===== src/design/router_pkg.sv =====
// router package: packet and port types, FSM state enums and the
// destination lookup shared by the four-port router
`default_nettype none

package router_pkg;

  localparam int num_ports     = 4;
  localparam int bytes_per_pkt = 4;

  typedef logic [3:0] node_id_t;
  typedef logic [1:0] port_idx_t;
  typedef logic [3:0] port_mask_t;

  // dest_id sits in the most significant byte, so it is the first byte on the wire
  typedef struct packed {
    node_id_t    dest_id;
    node_id_t    src_id;
    logic [23:0] payload;
  } pkt_t;

  // names the input port feeding one output
  typedef struct packed {
    logic      valid;
    port_idx_t src;
  } xfer_t;

  typedef enum logic [1:0] {
    ingress_idle,
    ingress_load,
    ingress_hold
  } ingress_state_e;

  typedef enum logic {
    egress_idle,
    egress_send
  } egress_state_e;

  // router 0 serves nodes 0-2 with port 1 as uplink, router 1 serves nodes 3-5
  // with port 3 as uplink
  function automatic port_idx_t route_port(input int unsigned router_id,
                                           input node_id_t node_id);
    port_idx_t out_port;
    if (router_id == 0) begin
      case (node_id)
        4'd0:    out_port = 2'd0;
        4'd1:    out_port = 2'd2;
        4'd2:    out_port = 2'd3;
        default: out_port = 2'd1;
      endcase
    end else begin
      case (node_id)
        4'd3:    out_port = 2'd0;
        4'd4:    out_port = 2'd1;
        4'd5:    out_port = 2'd2;
        default: out_port = 2'd3;
      endcase
    end
    return out_port;
  endfunction

endpackage

`default_nettype wire


===== src/design/ingress_port.sv =====
// ingress port: collects four inbound bytes into a packet and keeps it
// until an output register has taken it
`timescale 1ns/1ps
`default_nettype none

module ingress_port (
  input  logic             clk,
  input  logic             rst_b,
  input  logic             put_inbound,
  input  logic             release_pkt,
  input  logic [7:0]       payload_inbound,
  output logic             free_inbound,
  output logic             avail,
  output router_pkg::pkt_t pkt
);
  import router_pkg::*;

  localparam int cnt_w = $clog2(bytes_per_pkt);

  ingress_state_e   state;
  ingress_state_e   state_next;
  logic [cnt_w-1:0] byte_cnt;
  logic             shift_en;

  always_comb begin
    state_next = state;
    shift_en   = 1'b0;
    case (state)
      ingress_idle: begin
        if (put_inbound) begin
          shift_en   = 1'b1;
          state_next = ingress_load;
        end
      end
      ingress_load: begin
        shift_en = 1'b1;
        if (byte_cnt == cnt_w'(bytes_per_pkt - 1)) begin
          state_next = ingress_hold;
        end
      end
      ingress_hold: begin
        if (release_pkt) begin
          state_next = ingress_idle;
        end
      end
      default: state_next = ingress_idle;
    endcase
  end

  always_ff @(posedge clk or negedge rst_b) begin
    if (!rst_b) begin
      state        <= ingress_idle;
      byte_cnt     <= '0;
      free_inbound <= 1'b1;
    end else begin
      state <= state_next;
      // the counter wraps back to zero on the last byte
      byte_cnt <= shift_en ? byte_cnt + 1'b1 : '0;
      // sender sees free drop right after its first byte
      free_inbound <= (state_next == ingress_idle);
    end
  end

  // most significant byte arrives first and ends up on top
  always_ff @(posedge clk) begin
    if (shift_en) begin
      pkt <= pkt_t'({pkt[23:0], payload_inbound});
    end
  end

  assign avail = (state == ingress_hold);

endmodule

`default_nettype wire


===== src/design/route_allocator.sv =====
// route allocator: looks up the output of every waiting packet and runs one
// round-robin arbiter per output so that distinct outputs grant in parallel
`timescale 1ns/1ps
`default_nettype none

module route_allocator #(
  parameter int unsigned router_id = 0
) (
  input  logic                                         clk,
  input  logic                                         rst_b,
  input  router_pkg::port_mask_t                       avail,
  input  router_pkg::pkt_t [router_pkg::num_ports-1:0] pkt,
  input  router_pkg::port_mask_t                       release_mask,
  output router_pkg::xfer_t [router_pkg::num_ports-1:0] grant
);
  import router_pkg::*;

  port_mask_t                  queued;
  port_mask_t                  req;
  port_mask_t                  granted;
  port_idx_t [num_ports-1:0]   dest_port;
  port_idx_t [num_ports-1:0]   rr_ptr;

  always_comb begin
    for (int i = 0; i < num_ports; i++) begin
      dest_port[i] = route_port(router_id, pkt[i].dest_id);
    end
  end

  // a packet already sitting in an output queue must not ask again
  assign req = avail & ~queued;

  always_comb begin : arbiter
    port_idx_t cand;
    grant = '0;
    for (int o = 0; o < num_ports; o++) begin
      // search upward from the pointer, the index wraps at the port count
      for (int k = 0; k < num_ports; k++) begin
        cand = port_idx_t'(rr_ptr[o] + k);
        if (!grant[o].valid && req[cand] && dest_port[cand] == port_idx_t'(o)) begin
          grant[o].valid = 1'b1;
          grant[o].src   = cand;
        end
      end
    end
  end

  // each input routes to exactly one output, so it is granted at most once
  always_comb begin
    granted = '0;
    for (int o = 0; o < num_ports; o++) begin
      if (grant[o].valid) begin
        granted[grant[o].src] = 1'b1;
      end
    end
  end

  always_ff @(posedge clk or negedge rst_b) begin
    if (!rst_b) begin
      queued <= '0;
      rr_ptr <= '0;
    end else begin
      queued <= (queued | granted) & ~release_mask;
      for (int o = 0; o < num_ports; o++) begin
        if (grant[o].valid) begin
          rr_ptr[o] <= grant[o].src + 1'b1;
        end
      end
    end
  end

endmodule

`default_nettype wire


===== src/design/egress_queue.sv =====
// egress queue: keeps granted source ports for one output in arrival order
// and loads the output register whenever it is empty
`timescale 1ns/1ps
`default_nettype none

module egress_queue (
  input  logic                   clk,
  input  logic                   rst_b,
  input  router_pkg::xfer_t      grant,
  input  logic                   empty,
  output router_pkg::xfer_t      load,
  output router_pkg::port_mask_t release_mask
);
  import router_pkg::*;

  // one slot per input is enough since an input waits in one queue at most
  localparam int depth = num_ports;
  localparam int ptr_w = $clog2(depth);
  localparam int cnt_w = $clog2(depth + 1);

  port_idx_t [depth-1:0] fifo;
  logic [ptr_w-1:0]      first;
  logic [ptr_w-1:0]      last;
  logic [cnt_w-1:0]      count;
  logic                  push;
  logic                  pop;

  assign push = grant.valid;

  // count is registered, so a new grant can be loaded one cycle later at the earliest
  assign pop = (count != '0) && empty;

  assign load = '{valid: pop, src: fifo[first]};

  // the source is freed in the same cycle its packet is copied out
  always_comb begin
    release_mask = '0;
    if (pop) begin
      release_mask[fifo[first]] = 1'b1;
    end
  end

  always_ff @(posedge clk) begin
    if (push) begin
      fifo[last] <= grant.src;
    end
  end

  always_ff @(posedge clk or negedge rst_b) begin
    if (!rst_b) begin
      first <= '0;
      last  <= '0;
      count <= '0;
    end else begin
      if (push) begin
        last <= last + 1'b1;
      end
      if (pop) begin
        first <= first + 1'b1;
      end
      case ({push, pop})
        2'b10:   count <= count + 1'b1;
        2'b01:   count <= count - 1'b1;
        default: count <= count;
      endcase
    end
  end

endmodule

`default_nettype wire


===== src/design/egress_port.sv =====
// egress port: holds one packet and sends it as four bytes, most
// significant first, once the receiver shows free
`timescale 1ns/1ps
`default_nettype none

module egress_port (
  input  logic             clk,
  input  logic             rst_b,
  input  logic             wr,
  input  logic             free_outbound,
  input  router_pkg::pkt_t pkt_in,
  output logic             put_outbound,
  output logic             empty,
  output logic [7:0]       payload_outbound
);
  import router_pkg::*;

  localparam int sel_w = $clog2(bytes_per_pkt);

  egress_state_e                    state;
  egress_state_e                    state_next;
  logic [bytes_per_pkt-1:0][7:0]    data_q;
  logic [sel_w-1:0]                 sel;
  logic                             last_byte;

  assign last_byte = (state == egress_send) && (sel == sel_w'(bytes_per_pkt - 1));

  always_comb begin
    state_next = state;
    case (state)
      egress_idle: begin
        if (free_outbound && !empty) begin
          state_next = egress_send;
        end
      end
      egress_send: begin
        if (last_byte) begin
          state_next = egress_idle;
        end
      end
      default: state_next = egress_idle;
    endcase
  end

  always_ff @(posedge clk or negedge rst_b) begin
    if (!rst_b) begin
      state        <= egress_idle;
      sel          <= '0;
      empty        <= 1'b1;
      put_outbound <= 1'b0;
    end else begin
      state        <= state_next;
      put_outbound <= (state_next == egress_send);
      sel          <= (state == egress_send) ? sel + 1'b1 : '0;
      // the queue only writes while empty is high, so the two never meet
      if (last_byte) begin
        empty <= 1'b1;
      end else if (wr) begin
        empty <= 1'b0;
      end
    end
  end

  always_ff @(posedge clk) begin
    if (wr) begin
      data_q <= pkt_in;
    end
  end

  assign payload_outbound = data_q[bytes_per_pkt - 1 - sel];

endmodule

`default_nettype wire


===== src/design/router.sv =====
// four-port packet router: ingress buffers, per-output round-robin
// allocation, output queues and byte-serial egress links
`timescale 1ns/1ps
`default_nettype none

module router #(
  parameter int unsigned router_id = 0
) (
  input  logic                                   clk,
  input  logic                                   rst_b,
  output router_pkg::port_mask_t                 free_inbound,
  input  router_pkg::port_mask_t                 put_inbound,
  input  logic [router_pkg::num_ports-1:0][7:0]  payload_inbound,
  input  router_pkg::port_mask_t                 free_outbound,
  output router_pkg::port_mask_t                 put_outbound,
  output logic [router_pkg::num_ports-1:0][7:0]  payload_outbound
);
  import router_pkg::*;

  pkt_t [num_ports-1:0]       in_pkt;
  pkt_t [num_ports-1:0]       out_pkt;
  port_mask_t                 avail;
  port_mask_t                 empty;
  port_mask_t                 release_all;
  port_mask_t [num_ports-1:0] release_mask;
  xfer_t [num_ports-1:0]      grant;
  xfer_t [num_ports-1:0]      load;

  // every source is owned by one queue at a time, so the masks never overlap
  always_comb begin
    release_all = '0;
    for (int o = 0; o < num_ports; o++) begin
      release_all |= release_mask[o];
    end
  end

  route_allocator #(
    .router_id(router_id)
  ) u_alloc (
    .clk         (clk),
    .rst_b       (rst_b),
    .avail       (avail),
    .pkt         (in_pkt),
    .release_mask(release_all),
    .grant       (grant)
  );

  for (genvar p = 0; p < num_ports; p++) begin : g_port
    ingress_port u_ingress (
      .clk            (clk),
      .rst_b          (rst_b),
      .put_inbound    (put_inbound[p]),
      .release_pkt    (release_all[p]),
      .payload_inbound(payload_inbound[p]),
      .free_inbound   (free_inbound[p]),
      .avail          (avail[p]),
      .pkt            (in_pkt[p])
    );

    egress_queue u_queue (
      .clk         (clk),
      .rst_b       (rst_b),
      .grant       (grant[p]),
      .empty       (empty[p]),
      .load        (load[p]),
      .release_mask(release_mask[p])
    );

    // packet path from the ingress buffer named by this output's load
    assign out_pkt[p] = in_pkt[load[p].src];

    egress_port u_egress (
      .clk             (clk),
      .rst_b           (rst_b),
      .wr              (load[p].valid),
      .free_outbound   (free_outbound[p]),
      .pkt_in          (out_pkt[p]),
      .put_outbound    (put_outbound[p]),
      .empty           (empty[p]),
      .payload_outbound(payload_outbound[p])
    );
  end

endmodule

`default_nettype wire


===== config.mk =====
export PLATFORM = sky130hd
export DESIGN_NAME = router
export DESIGN_NICKNAME = d
export VERILOG_FILES = /design/src/design/router_pkg.sv /design/src/design/ingress_port.sv /design/src/design/route_allocator.sv /design/src/design/egress_queue.sv /design/src/design/egress_port.sv /design/src/design/router.sv
export SDC_FILE = /design/constraint.sdc
export NUM_CORES = 1
export LEC_CHECK = 0
export ABC_AREA = 1
export BUFFER_PORTS_ARGS = -buffer_cell sky130_fd_sc_hd__buf_2
export CORE_MARGIN = 2
export CORE_UTILIZATION = 50
export DETAILED_ROUTE_END_ITERATION = 10
export MAX_ROUTING_LAYER = met4
export PLACE_DENSITY_LB_ADDON = 0.05
export SLEW_MARGIN = 0
export SYNTH_ARGS = -nofsm -noshare
export SYNTH_HDL_FRONTEND = slang
export SYNTH_SLANG_ARGS = --single-unit

===== constraint.sdc =====
create_clock -name clk -period 8 [get_ports clk]
set_input_delay 0.8 -clock clk [delete_from_list [all_inputs] [get_ports clk]]
set_output_delay 0.8 -clock clk [all_outputs]
set_load 0.02 [all_outputs]

# Word-level counts from Yosys, hierarchy flattened
# Index checks and enable logic that the tools add are counted.
# word_totals
reg_bits,364
in_bits,42
output_inout_bits,40
elab_cells,532
# classes
add_sub_neg,44
magnitude_cmp,48
eq_ne,44
muxes,200
bitwise_logic,15
reduce_logical,96
# op_table
op,count
$bmux 32 s2,4
$lt 32x3->1 const B,4
$mux 32,4
$lt 2x3->1 const B,32
$mux 2,44
$bmux 2 s2,20
$bmux 8 s2,4
$logic_and 1x1->1,52
$add 2x1->2 const B,24
$eq 2x2->1 const B,24
$mux 3,16
$pmux 2 s3,8
$mux 1,44
$bmux 1 s2,16
$bwmux 8,4
$mux 4,8
$mux 8,4
$or 4x4->4,7
$eq 2x1->1 const B,12
$ge 2x1->1 const B,12
$logic_not 2->1,12
$pmux 3 s2,4
$add 2x2->2 const B,8
$demux 1 s2,8
other kinds (14),72

# Longest topological paths before layout
# Gate-level depths: netlist of the first run.
# depth
ltp_word,32
depth_mapped,19
depth_no_buf,19

# Cells and area by module
# Synthesis of the first run repeated with hierarchy kept, for this count alone.
# unflattened
hier_cells,2591
hier_area_um2,21065.2
# by_module_without_submodules
module,n_inst,cells_each,area_per_inst_um2,seq_area_each_um2
egress_port,4,140,1507.7,1062.3
router,1,1124,4829.6,0.0
ingress_port,4,54,1186.1,1087.3
route_allocator,1,367,2244.7,300.3
egress_queue at g_port[2].u_queue ...,2,81,804.5,415.4
egress_queue at g_port[0].u_queue ...,2,81,803.3,415.4

# Worst setup path before layout of the first run
# No wires, ideal clock.
# synth_path
path_kind,register to register
from,register g_port[2].u_queue.count[0]
to,register g_port[2].u_queue.count[2]
setup_ns,0.131
arrival_time_ns,3.821
t_required_ns,7.869
slack_ns,4.048
path_stages_with_launch,9
path_buffers,0
period_less_slack_ns,3.952
cell_sequence,dfrtp_1 inv_1 a31oi_1 ha_1 inv_1 fa_1 a21oi_1 o21ai_0 xor2_1
# synth_between
elab_chain_cells,4
elab_cells_between_ends,8
classes_between,add/sub (2); eq/ne (2); mux (1); reduce/logical (3)
# synth_rtl
item,line,source
from (decl),egress_queue.sv:24,logic [cnt_w-1:0] count;
from (signal assigned),egress_queue.sv:62,2'b10: count <= count + 1'b1;
from (signal assigned),egress_queue.sv:63,2'b01: count <= count - 1'b1;
from (signal assigned),egress_queue.sv:64,default: count <= count;
$reduce_bool 3->1 *,egress_queue.sv:31,assign pop = (count != '0) && empty;
$logic_and 1x1->1 *,egress_queue.sv:31,
net g_port[2].u_egress.wr,egress_port.sv:9,"input logic wr,"
$eq 2x1->1 / $eq 2x2->1 (equally long branches),egress_queue.sv:61,"case ({push, pop})"
$pmux 3 s2 / $reduce_bool 2->1 (equally long branches),n/a,
# The timed path passes the listed nets; every way through them passes the cells marked *.
# A chain may end at the register's enable or synchronous reset.

==> results of run 1 <==
-- cells in the mapped netlist, types with 2 or more instances --
cell type  count  area share, %
a21oi_1       24           0.68
a22oi_1      128            5.5
a31oi_1        4           0.14
buf_1          3          0.064
buf_2         35            1.0
buf_4         12           0.51
buf_6          2           0.13
clkbuf_1      30           0.64
dfrtp_1       68            9.7
dfstp_2        8            1.2
edfxtp_1     288             49
fa_1           4           0.46
ha_1          44            3.1
inv_1        213            4.6
inv_2          5           0.11
nand2_1      216            4.6
nand3_1       47            1.3
nand3_2        2           0.11
nand3b_1       4           0.17
nand4_1       16           0.57
nor2_1       143            3.1
nor2_2        13           0.46
nor3_1         2          0.057
o21ai_0       93            2.6
o21ai_1       10           0.28
o21ai_2        3           0.15
o221ai_1     128            6.4
o22ai_1       33            1.2
o31ai_2        2           0.14
xnor2_1        5           0.25
xor2_1        18           0.90
xor2_2         2           0.19
-- cell type report --
class	instances	area [sq um]	area share, %
clock inverter	19	181	0.918
multi-input combinational	951	5860	29.7
timing repair buffer	105	588	2.98
inverter	218	818	4.14
sequential	364	10600	53.4
clock buffer	57	1170	5.92
antenna	5	12.5	0.0633
tap	455	569	2.88
-- kinds of logic (layout without fill, tap and decap cells) --
logic type,Yosys count,in the layout,synth area share (%)
adders and majority gates,48,48,3.59
AOI/OAI and AO/OA,429,429,17.2
muxes,1,1,0.0570
DFF,364,364,60.1
and+or+nand+nor,448,448,10.7
buffers and inverters,300,399,7.00
other,0,5,0
xor gates and xnor gates,25,25,1.33
-- worst reg2reg max path, cell delays in order, from the launching register on --
cell     delay, ns
dfrtp_1       0.58
inv_2         0.17
nand3_1       0.12
nand2_1       0.07
nand3_1       0.08
inv_1         0.05
nor2_2        0.14
nand3_1       0.37
inv_1         0.27
ha_1          0.17
inv_1         0.07
fa_1          0.37
a21oi_1       0.14
o21ai_0       0.11
xor2_1        0.15
-- stage by stage --
stage | hold WS, ns | worst slack, ns | util, % | instances
after floorplan | 0.410 | 4.05 | - | 1615
after global placement | 0.420 | 5.10 | 53.3 | 2093
after detailed placement | 0.428 | 5.05 | 53.3 | 2093
after CTS | 0.119 | 4.80 | 57.2 | 2169
after global routing | 0.131 | 4.66 | 57.2 | 2174
final | 0.117 | 4.71 | 57.2 | 2174
-- how the worst min path moves through the flow --
stage                                                      to  slack (ns)  cells after the start
floorplan           g_port[0].u_ingress.byte_cnt[0]$_DFF_PN0_        0.41                      1
global placement    g_port[0].u_ingress.byte_cnt[0]$_DFF_PN0_        0.42                      1
detailed placement  g_port[0].u_ingress.byte_cnt[0]$_DFF_PN0_        0.43                      1
CTS                       g_port[2].u_egress.sel[1]$_DFF_PN0_        0.12                      1
global route              g_port[2].u_egress.sel[1]$_DFF_PN0_        0.13                      1
finish                    g_port[2].u_egress.sel[1]$_DFF_PN0_        0.12                      1
-- sequential cells by signal, summed over array words and instances (netlist names) --
signal                         cells
u_alloc.rr_ptr                     8
u_alloc.queued                     4
g_port.u_ingress.state             8
g_port.u_queue.last                8
g_port.u_egress.data_q           128
g_port.u_queue.count              12
g_port.u_ingress.free_inbound      4
g_port.u_queue.first               8
g_port.u_egress.put_outbound       4
g_port.u_ingress.byte_cnt          8
g_port.u_queue.fifo               32
g_port.u_egress.empty              4
g_port.u_ingress.pkt             128
g_port.u_egress.sel                8
-- metal layers --
metal | wire (um) | up-vias | GRT usage [%]
li1 | - | 6016 | -
met1 | 22800 | 6386 | 43.3
met2 | 20200 | 850 | 37.2
met3 | 7660 | 93 | 12.6
met4 | 935 | 0 | 6.72
met5 | 0 | - | -
==> results_dict.tcl, run 1 <==
set metrics [dict create \
    status "completed" \
    crit_type "register to output port" \
    final_cell_mix "288 x edfxtp_1, 216 x nand2_1, 206 x inv_1, 141 x nor2_1" \
    vias 13300 \
    cts_inserted_buffers 41 \
    synth-seq-cells 364 \
    setup.worst_path.end "payload_outbound[24]" \
    post-cts-setup-buffer-count 0 \
    finalClockSkew_ns 0.0371 \
    timing.rr.end "g_port[0].u_queue.count[2]$_DFFE_PN0P_" \
    report.final.setup_viol 0 \
    post_cts_resized 0 \
    fin_area_sq_mm 0.0198 \
    maxSlewViolCount 0 \
    die-area_sq_mm 0.0367 \
    ys.flop_type "edfxtp_1" \
    synth_warnings 0 \
    routed_wl_um 51600 \
    initial_core_util_pct 50.9 \
    coreArea_sq_mm 0.0345 \
    cts-root-buf "clkbuf_16" \
    fin_tns_setup_ns 0 \
    startpoint_type "register" \
    drive_gt1_share_pct 12.5 \
    critical_path_arrival_ns 2.49 \
    post-route-period-util_pct 41.1 \
    timing.fmax_mhz 304 \
    hold_viol 0 \
    slew_headroom_pct 40.9 \
    rsz0062_at_grt "no" \
    gr-total-overflow 0 \
    cp_slowest_stage_delay_ns 0.51 \
    fp.dieH_um 191 \
    hpwl_um 33600 \
    io_buffer_count 81 \
    end_kind "output port" \
    avgRoutedWirePerCell_um 23.7 \
    grt_pass1_wl_um 77600 \
    cts_num_sinks 364 \
    startpoint "g_port[3].u_egress.sel[0]$_DFF_PN0_" \
    min_period_ns 3.29 \
    rows 68 \
    placed_area_sq_mm 0.0184 \
    drt_pass1_iterations 6 \
    cp_slowest_cell "inv_1" \
    cts_tree "built" \
    hold_path.class "input pin to asynchronous set/reset pin" \
    cts.clk_slew.worst_paths_ns 0.06 \
    worst_slew_pin_slew_ns 0.886 \
    grt_pass1_vias 12400 \
    regToRegSetupSlack_ns 5.02 \
    place_congestion 0.916 \
    syn2layout_area_growth_pct 12.5 \
    clockBufferDepth 3 \
    cap_violations 0 \
    fin_nets 1771 \
    path_max_fanout 19 \
    synthCells 1615 \
    seq_area_frac_synth_pct 60.1 \
    synthArstFlopShare_pct 20.9 \
    synth_area_sq_mm 0.0176 \
    grt_usage_pct 29.4 \
    drc 0 \
    antenna_found_initial 7 \
    synth_nets 1705 \
    dr.first_iter.drc_count 1663 \
    reg2reg_from "u_alloc.rr_ptr[0]$_DFFE_PN0P_" \
    final_common_cell "edfxtp_1" \
    path_cells "buf_4 > inv_1 > nor2_1 > o22ai_1 > buf_2" \
    r2r.worst_path.cells 14 \
    path_depth 5 \
    pin_count 82 \
    die_w_um 191 \
    syn_avg_cell_area_sq_um 10.9 \
    crit_family "buffers and inverters" \
    viasPerCell 6.14 \
    cts_max_level 2 \
    synth-edff-count 288 \
    ys_types 42 \
    drtAntennaViolNets 0 \
    crit_buf_inv 3 \
    grt_max_degree 59 \
    hold_buffers 0 \
    clk_latency_ns 0.57 \
    critPathRequiredTime_ns 7.20 \
    nFillCells 2987 \
]
Power of run 1 is left out: the tool's default activity adds up to more than one toggle a clock period on the data nets, which glitch-free logic cannot reach.
==> run 2, diff against run 1 <==
==> constraint.sdc (replaced) <==
create_clock -name clk -period 2.9 [get_ports clk]
set_input_delay 0.29 -clock clk [delete_from_list [all_inputs] [get_ports clk]]
set_output_delay 0.29 -clock clk [all_outputs]
set_load 0.02 [all_outputs]
==> results_dict.tcl, run 2 (synthesis gave the netlist of run 1 again) <==
set metrics [dict create \
    status "completed" \
    initial_core_util_pct 50.9 \
    hold_viol 0 \
    maxSlewViolCount 0 \
    reg_top3 "g_port.u_egress.data_q x128, g_port.u_ingress.pkt x128, g_port.u_queue.fifo x32" \
    grt_pass1_wl_um 79400 \
    syn2layout_area_growth_pct 16.0 \
    startpoint_type "register" \
    viasPerCell 6.04 \
    dr.first_iter.drc_count 1842 \
    cts_tree "built" \
    cap_violations 0 \
    report.final.setup_viol 0 \
    regToRegSetupSlack_ns 0.19 \
    stdcell_count 2222 \
    post-route-period-util_pct 94.6 \
    hpwl_um 34200 \
    worst_slew_pin_slew_ns 1.02 \
    rows 68 \
    die-area_sq_mm 0.0367 \
    fin_util_pct 59.0 \
    cts.clk_slew.worst_paths_ns 0.06 \
    cts_max_level 2 \
    whs_path_depth 3 \
    startpoint "g_port[1].u_egress.sel[1]$_DFF_PN0_" \
    place_congestion 0.901 \
    clockBufferDepth 3 \
    timing.rr.end "g_port[3].u_queue.count[2]$_DFFE_PN0P_" \
    final_cell_mix "288 x edfxtp_1, 216 x nand2_1, 213 x inv_1, 140 x nor2_1" \
    min_period_ns 2.74 \
    slew_headroom_pct 32.1 \
    routed_wl_um 53300 \
    post-cts-setup-buffer-count 0 \
    pin_count 82 \
    gr-total-overflow 0 \
    coreArea_sq_mm 0.0345 \
    crit_type "register to output port" \
    cts_inserted_buffers 41 \
    hold_path.class "input pin to register" \
    clk_latency_ns 0.56 \
    setup.worst_path.end "payload_outbound[13]" \
    fin_nets 1822 \
    io_buffer_count 81 \
    drt_pass1_iterations 8 \
    finalClockSkew_ns 0.0175 \
    cts-root-buf "clkbuf_16" \
    drive_gt1_share_pct 12.9 \
    antenna_found_initial 7 \
    grt_max_degree 77 \
    avgRoutedWirePerCell_um 24.0 \
    path_max_fanout 10 \
    timing.fmax_mhz 365 \
    rsz0062_at_grt "yes" \
    drtAntennaViolNets 0 \
    critPathRequiredTime_ns 2.61 \
    grt_pass1_vias 12800 \
    dp_cells 2108 \
    die_w_um 191 \
    critical_path_arrival_ns 2.45 \
    fin_tns_setup_ns 0 \
    final_common_cell "edfxtp_1" \
    grt_usage_pct 30.5 \
    drc 0 \
    end_kind "output port" \
    reg2reg_from "u_alloc.rr_ptr[6]$_DFFE_PN0N_" \
    r2r.worst_path.cells 13 \
    cts_num_sinks 364 \
    vias 13400 \
    fp.dieH_um 191 \
]
-- run 2: changes by cell type in the layout (fill, tap and decap cells not counted), sizes merged --
cell,change
dlygate4sd3,+36
buf,+15
inv,+7
clkbuf,-4
clkinv,-3
clkinvlp,-2
diode,-1
-- run 2: cell type report --
cell class	instances	area, sq um
flip-flops and latches	364	10600
well taps	455	569
multi-input cells	951	5900
clock buffers	53	1140
diodes	4	10.0
fillers	2909	14200
inverters	218	818
clock inverters	21	158
repair buffers	156	1220
-- run 2: through the flow --
stage | worst slack [ns] | instance area, sq um | hold WS, ns
after floorplan | -0.170 | 17600 | -0.00559
after global placement | 0.254 | 18700 | 0.420
after detailed placement | 0.229 | 18700 | 0.426
after CTS | 0.224 | 20300 | 0.000962
after global routing | -0.0274 | 20400 | 0.0340
final | 0.158 | 20400 | 0.0237
-- run 2: routing by layer --
metal / part of all wire [%] / vias to the layer above / GRT usage [%]
met3: 14 / 96 / 11.0
met5: 0 / - / -
met4: 2.2 / 0 / 8.99
li1: - / 6097 / -
met2: 40 / 806 / 40.0
met1: 44 / 6432 / 44.0
-- run 2: worst min path at each step --
stage          slack [ns]                                       from                                         to
2_1_floorplan      -0.006                                      rst_b  g_port[0].u_egress.put_outbound$_DFF_PN0_
3_3_place_gp         0.42  g_port[0].u_ingress.byte_cnt[0]$_DFF_PN0_  g_port[0].u_ingress.byte_cnt[0]$_DFF_PN0_
3_5_place_dp         0.43  g_port[0].u_ingress.byte_cnt[0]$_DFF_PN0_  g_port[0].u_ingress.byte_cnt[0]$_DFF_PN0_
5_1_grt              0.03                           free_outbound[3]  g_port[3].u_egress.put_outbound$_DFF_PN0_
6_report             0.02                           free_outbound[3]  g_port[3].u_egress.put_outbound$_DFF_PN0_
4_1_cts             0.001                           free_outbound[3]  g_port[3].u_egress.put_outbound$_DFF_PN0_
-- run 2: critical path: stages, from the launching register on --
cell	delay (ns)
dfrtp_1	0.60
inv_1	0.47
o21ai_0	0.17
o22ai_1	0.40
buf_2	0.26
-- run 2: timing repair --
action / CTS / global route
hold buffers: 36 / 0
hold endpoints to repair: 103 / 0
resized for setup: 0 / 10
setup endpoints to repair: 0 / 6
Power of run 2 is left out for the same reason.
==> run 3, diff against run 2 <==
--- a/config.mk
+++ b/config.mk
@@ -15,4 +15,6 @@
 export SLEW_MARGIN = 0
 export SYNTH_ARGS = -nofsm -noshare
 export SYNTH_HDL_FRONTEND = slang
+export SYNTH_HIERARCHICAL = 1
 export SYNTH_SLANG_ARGS = --single-unit
+export TNS_END_PERCENT = 100
==> results_dict.tcl, run 3 <==
set metrics [dict create \
    status "completed" \
    end_kind "register" \
    synth-edff-count 288 \
    yosysMostFrequentCell "nand2_1" \
    fin_tns_setup_ns 0 \
    yosysTopAreaCellShare_pct 41.1 \
    grt_pass1_vias 16400 \
    dr.first_iter.drc_count 1949 \
    post-route-period-util_pct 89.3 \
    r2r.worst_path.cells 18 \
    grt_usage_pct 30.2 \
    startpoint "g_port[1].u_ingress/state[0]$_DFF_PN0_" \
    antenna_found_initial 8 \
    pin_count 82 \
    finalClockSkew_ns 0.0238 \
    rsz0062_at_grt "no" \
    clk_latency_ns 0.57 \
    whs_path_depth 3 \
    reg2reg_from "g_port[1].u_ingress/state[0]$_DFF_PN0_" \
    critical_path_arrival_ns 3.05 \
    cts-root-buf "clkbuf_16" \
    synth_warnings 6 \
    cts_inserted_buffers 43 \
    ys_types 42 \
    ys.flop_type "edfxtp_1" \
    hold_path.class "input pin to register" \
    grt_max_degree 65 \
    synthArstFlopShare_pct 20.9 \
    reg_top3 "g_port.u_egress/data_q x128, g_port.u_ingress/pkt x128, g_port.u_queue/fifo x32" \
    hpwl_um 44000 \
    initial_core_util_pct 50.4 \
    place_congestion 0.931 \
    path_max_fanout 7 \
    syn2layout_area_growth_pct 12.1 \
    regToRegSetupSlack_ns 0.31 \
    die-area_sq_mm 0.0438 \
    critPathRequiredTime_ns 3.36 \
    final_cell_mix "1011 x nand2_1, 365 x nand3_1, 317 x inv_1, 288 x edfxtp_1, 94 x inv_2" \
    cap_violations 0 \
    drt_pass1_iterations 5 \
    report.final.setup_viol 0 \
    setup.worst_path.end "u_alloc/queued[1]$_DFF_PN0_" \
    min_period_ns 2.59 \
    cts.clk_slew.worst_paths_ns 0.06 \
    timing.rr.end "u_alloc/queued[1]$_DFF_PN0_" \
    yosysTopAreaCell "edfxtp_1" \
    timing.fmax_mhz 386 \
    startpoint_type "register" \
    drtAntennaViolNets 0 \
    viasPerCell 5.29 \
    final_common_cell "nand2_1" \
    cts_num_sinks 364 \
    hold_viol 0 \
    synth-seq-cells 364 \
    synth_area_sq_mm 0.0211 \
    fin_nets 2781 \
    vias 17300 \
    synthTopCellsByArea "edfxtp_1 41%, nand2_1 18%, nand3_1 8.7%" \
    die_w_um 209 \
    gr-total-overflow 0 \
    io_buffer_count 81 \
    rows 75 \
    clockBufferDepth 3 \
    grt_pass1_wl_um 96900 \
    post-cts-setup-buffer-count 0 \
    coreArea_sq_mm 0.0418 \
    worst_slew_pin_slew_ns 0.875 \
    fp.dieH_um 209 \
    drc 0 \
    syn_avg_cell_area_sq_um 8.13 \
    avgRoutedWirePerCell_um 19.1 \
    cts_tree "built" \
    synth_nets 2681 \
    maxSlewViolCount 0 \
    routed_wl_um 62500 \
    crit_type "register to register" \
    seq_area_frac_synth_pct 50.1 \
    synthTopCellsByCount "1013 x nand2_1, 365 x nand3_1, 321 x inv_1" \
    cts_max_level 2 \
    slew_headroom_pct 41.6 \
    synthCells 2591 \
    drive_gt1_share_pct 15.4 \
]
[run 3: cell count changes in the layout (fill, tap and decap cells not counted), moves of 35 or more]
cell      before   now
a22oi_1      128     0
nor2_1       140    72
inv_1        213   317
o21ai_0       93    26
nand2_2        1    36
nand2_1      216  1011
nand3_1       47   365
inv_2          5    94
o221ai_1     128     0
[run 3: cells by family (layout without fill, tap and decap cells)]
kind of cell	count (synthesis)	in the layout	synth area share, %
AO/OA/AOI/OAI	55	55	1.71
XOR/XNOR	23	23	1.17
adder cells (fa/ha/maj)	48	48	2.99
buffers and inverters	537	670	11.6
flip-flops	364	364	50.1
multiplexers	1	1	0.0475
other	0	2	0
AND/OR/NAND/NOR	1563	1563	32.3
[run 3: repair_timing]
action | in CTS | in global routing
hold buffers | 40 | 0
endpoints found under the setup margin | 0 | 6
endpoints found under the hold margin | 84 | 0
resized for setup | 0 | 10
[run 3: per-layer routing]
layer  share of wire, %  global-route usage, %  vias to the layer above
met3                 11                   7.20                       95
met5                  0                      -                        -
li1                   -                      -                     8318
met4                2.2                   8.60                        0
met1                 44                   42.6                     8108
met2                 43                   43.5                      744
[run 3: layout make-up]
| class | count | area (sq um) |
|---|---|---|
| Timing Repair Buffer | 164 | 1210 |
| Sequential cell | 364 | 10600 |
| Clock inverter | 27 | 282 |
| Fill cell | 3810 | 18200 |
| Multi-Input combinational cell | 1690 | 8080 |
| Clock buffer | 51 | 1170 |
| Antenna cell | 2 | 5.00 |
| Inverter | 428 | 1630 |
| Tap cell | 539 | 674 |
[run 3: worst min-delay path by stage]
stage | startpoint | endpoint | slack, ns
floorplan | rst_b | g_port[0].u_egress/sel[0]$_DFF_PN0_ | -0.006
global placement | rst_b | g_port[3].u_queue/count[0]$_DFFE_PN0P_ | 0.36
detailed placement | rst_b | g_port[3].u_queue/count[0]$_DFFE_PN0P_ | 0.38
CTS | put_inbound[2] | g_port[2].u_ingress/state[0]$_DFF_PN0_ | 0.0003
global route | put_inbound[2] | g_port[2].u_ingress/state[0]$_DFF_PN0_ | 0.02
finish | put_inbound[2] | g_port[2].u_ingress/state[0]$_DFF_PN0_ | 0.02
[run 3: critical path, stage by stage (launching register included)]
cell and delay (ns):
dfrtp_1 0.43, nor2_2 0.19, inv_1 0.09, nor2_4 0.18
nand2_1 0.07, nand2_1 0.08, nand3_1 0.09, nand2_1 0.16
nand3_2 0.11, nand3b_1 0.09, o21ai_0 0.10, nand2_2 0.14
inv_1 0.08, ha_1 0.20, a21boi_1 0.15, nor2_1 0.14
nand3_1 0.09, nand2_1 0.07, inv_1 0.04
[run 3: through the flow]
step	utilization (%)	setup WS [ns]	instances	area (sq um)	hold slack [ns]
after global placement	52.0	0.247	3145	21700	0.363
after CTS	56.5	0.112	3263	23600	0.000266
final	56.5	0.309	3265	23600	0.0227
after global routing	56.5	0.0206	3265	23600	0.0236
after detailed placement	52.0	0.140	3145	21700	0.378
after floorplan	-	0.414	2591	21100	-0.00559
Power of run 3 is left out for the same reason.
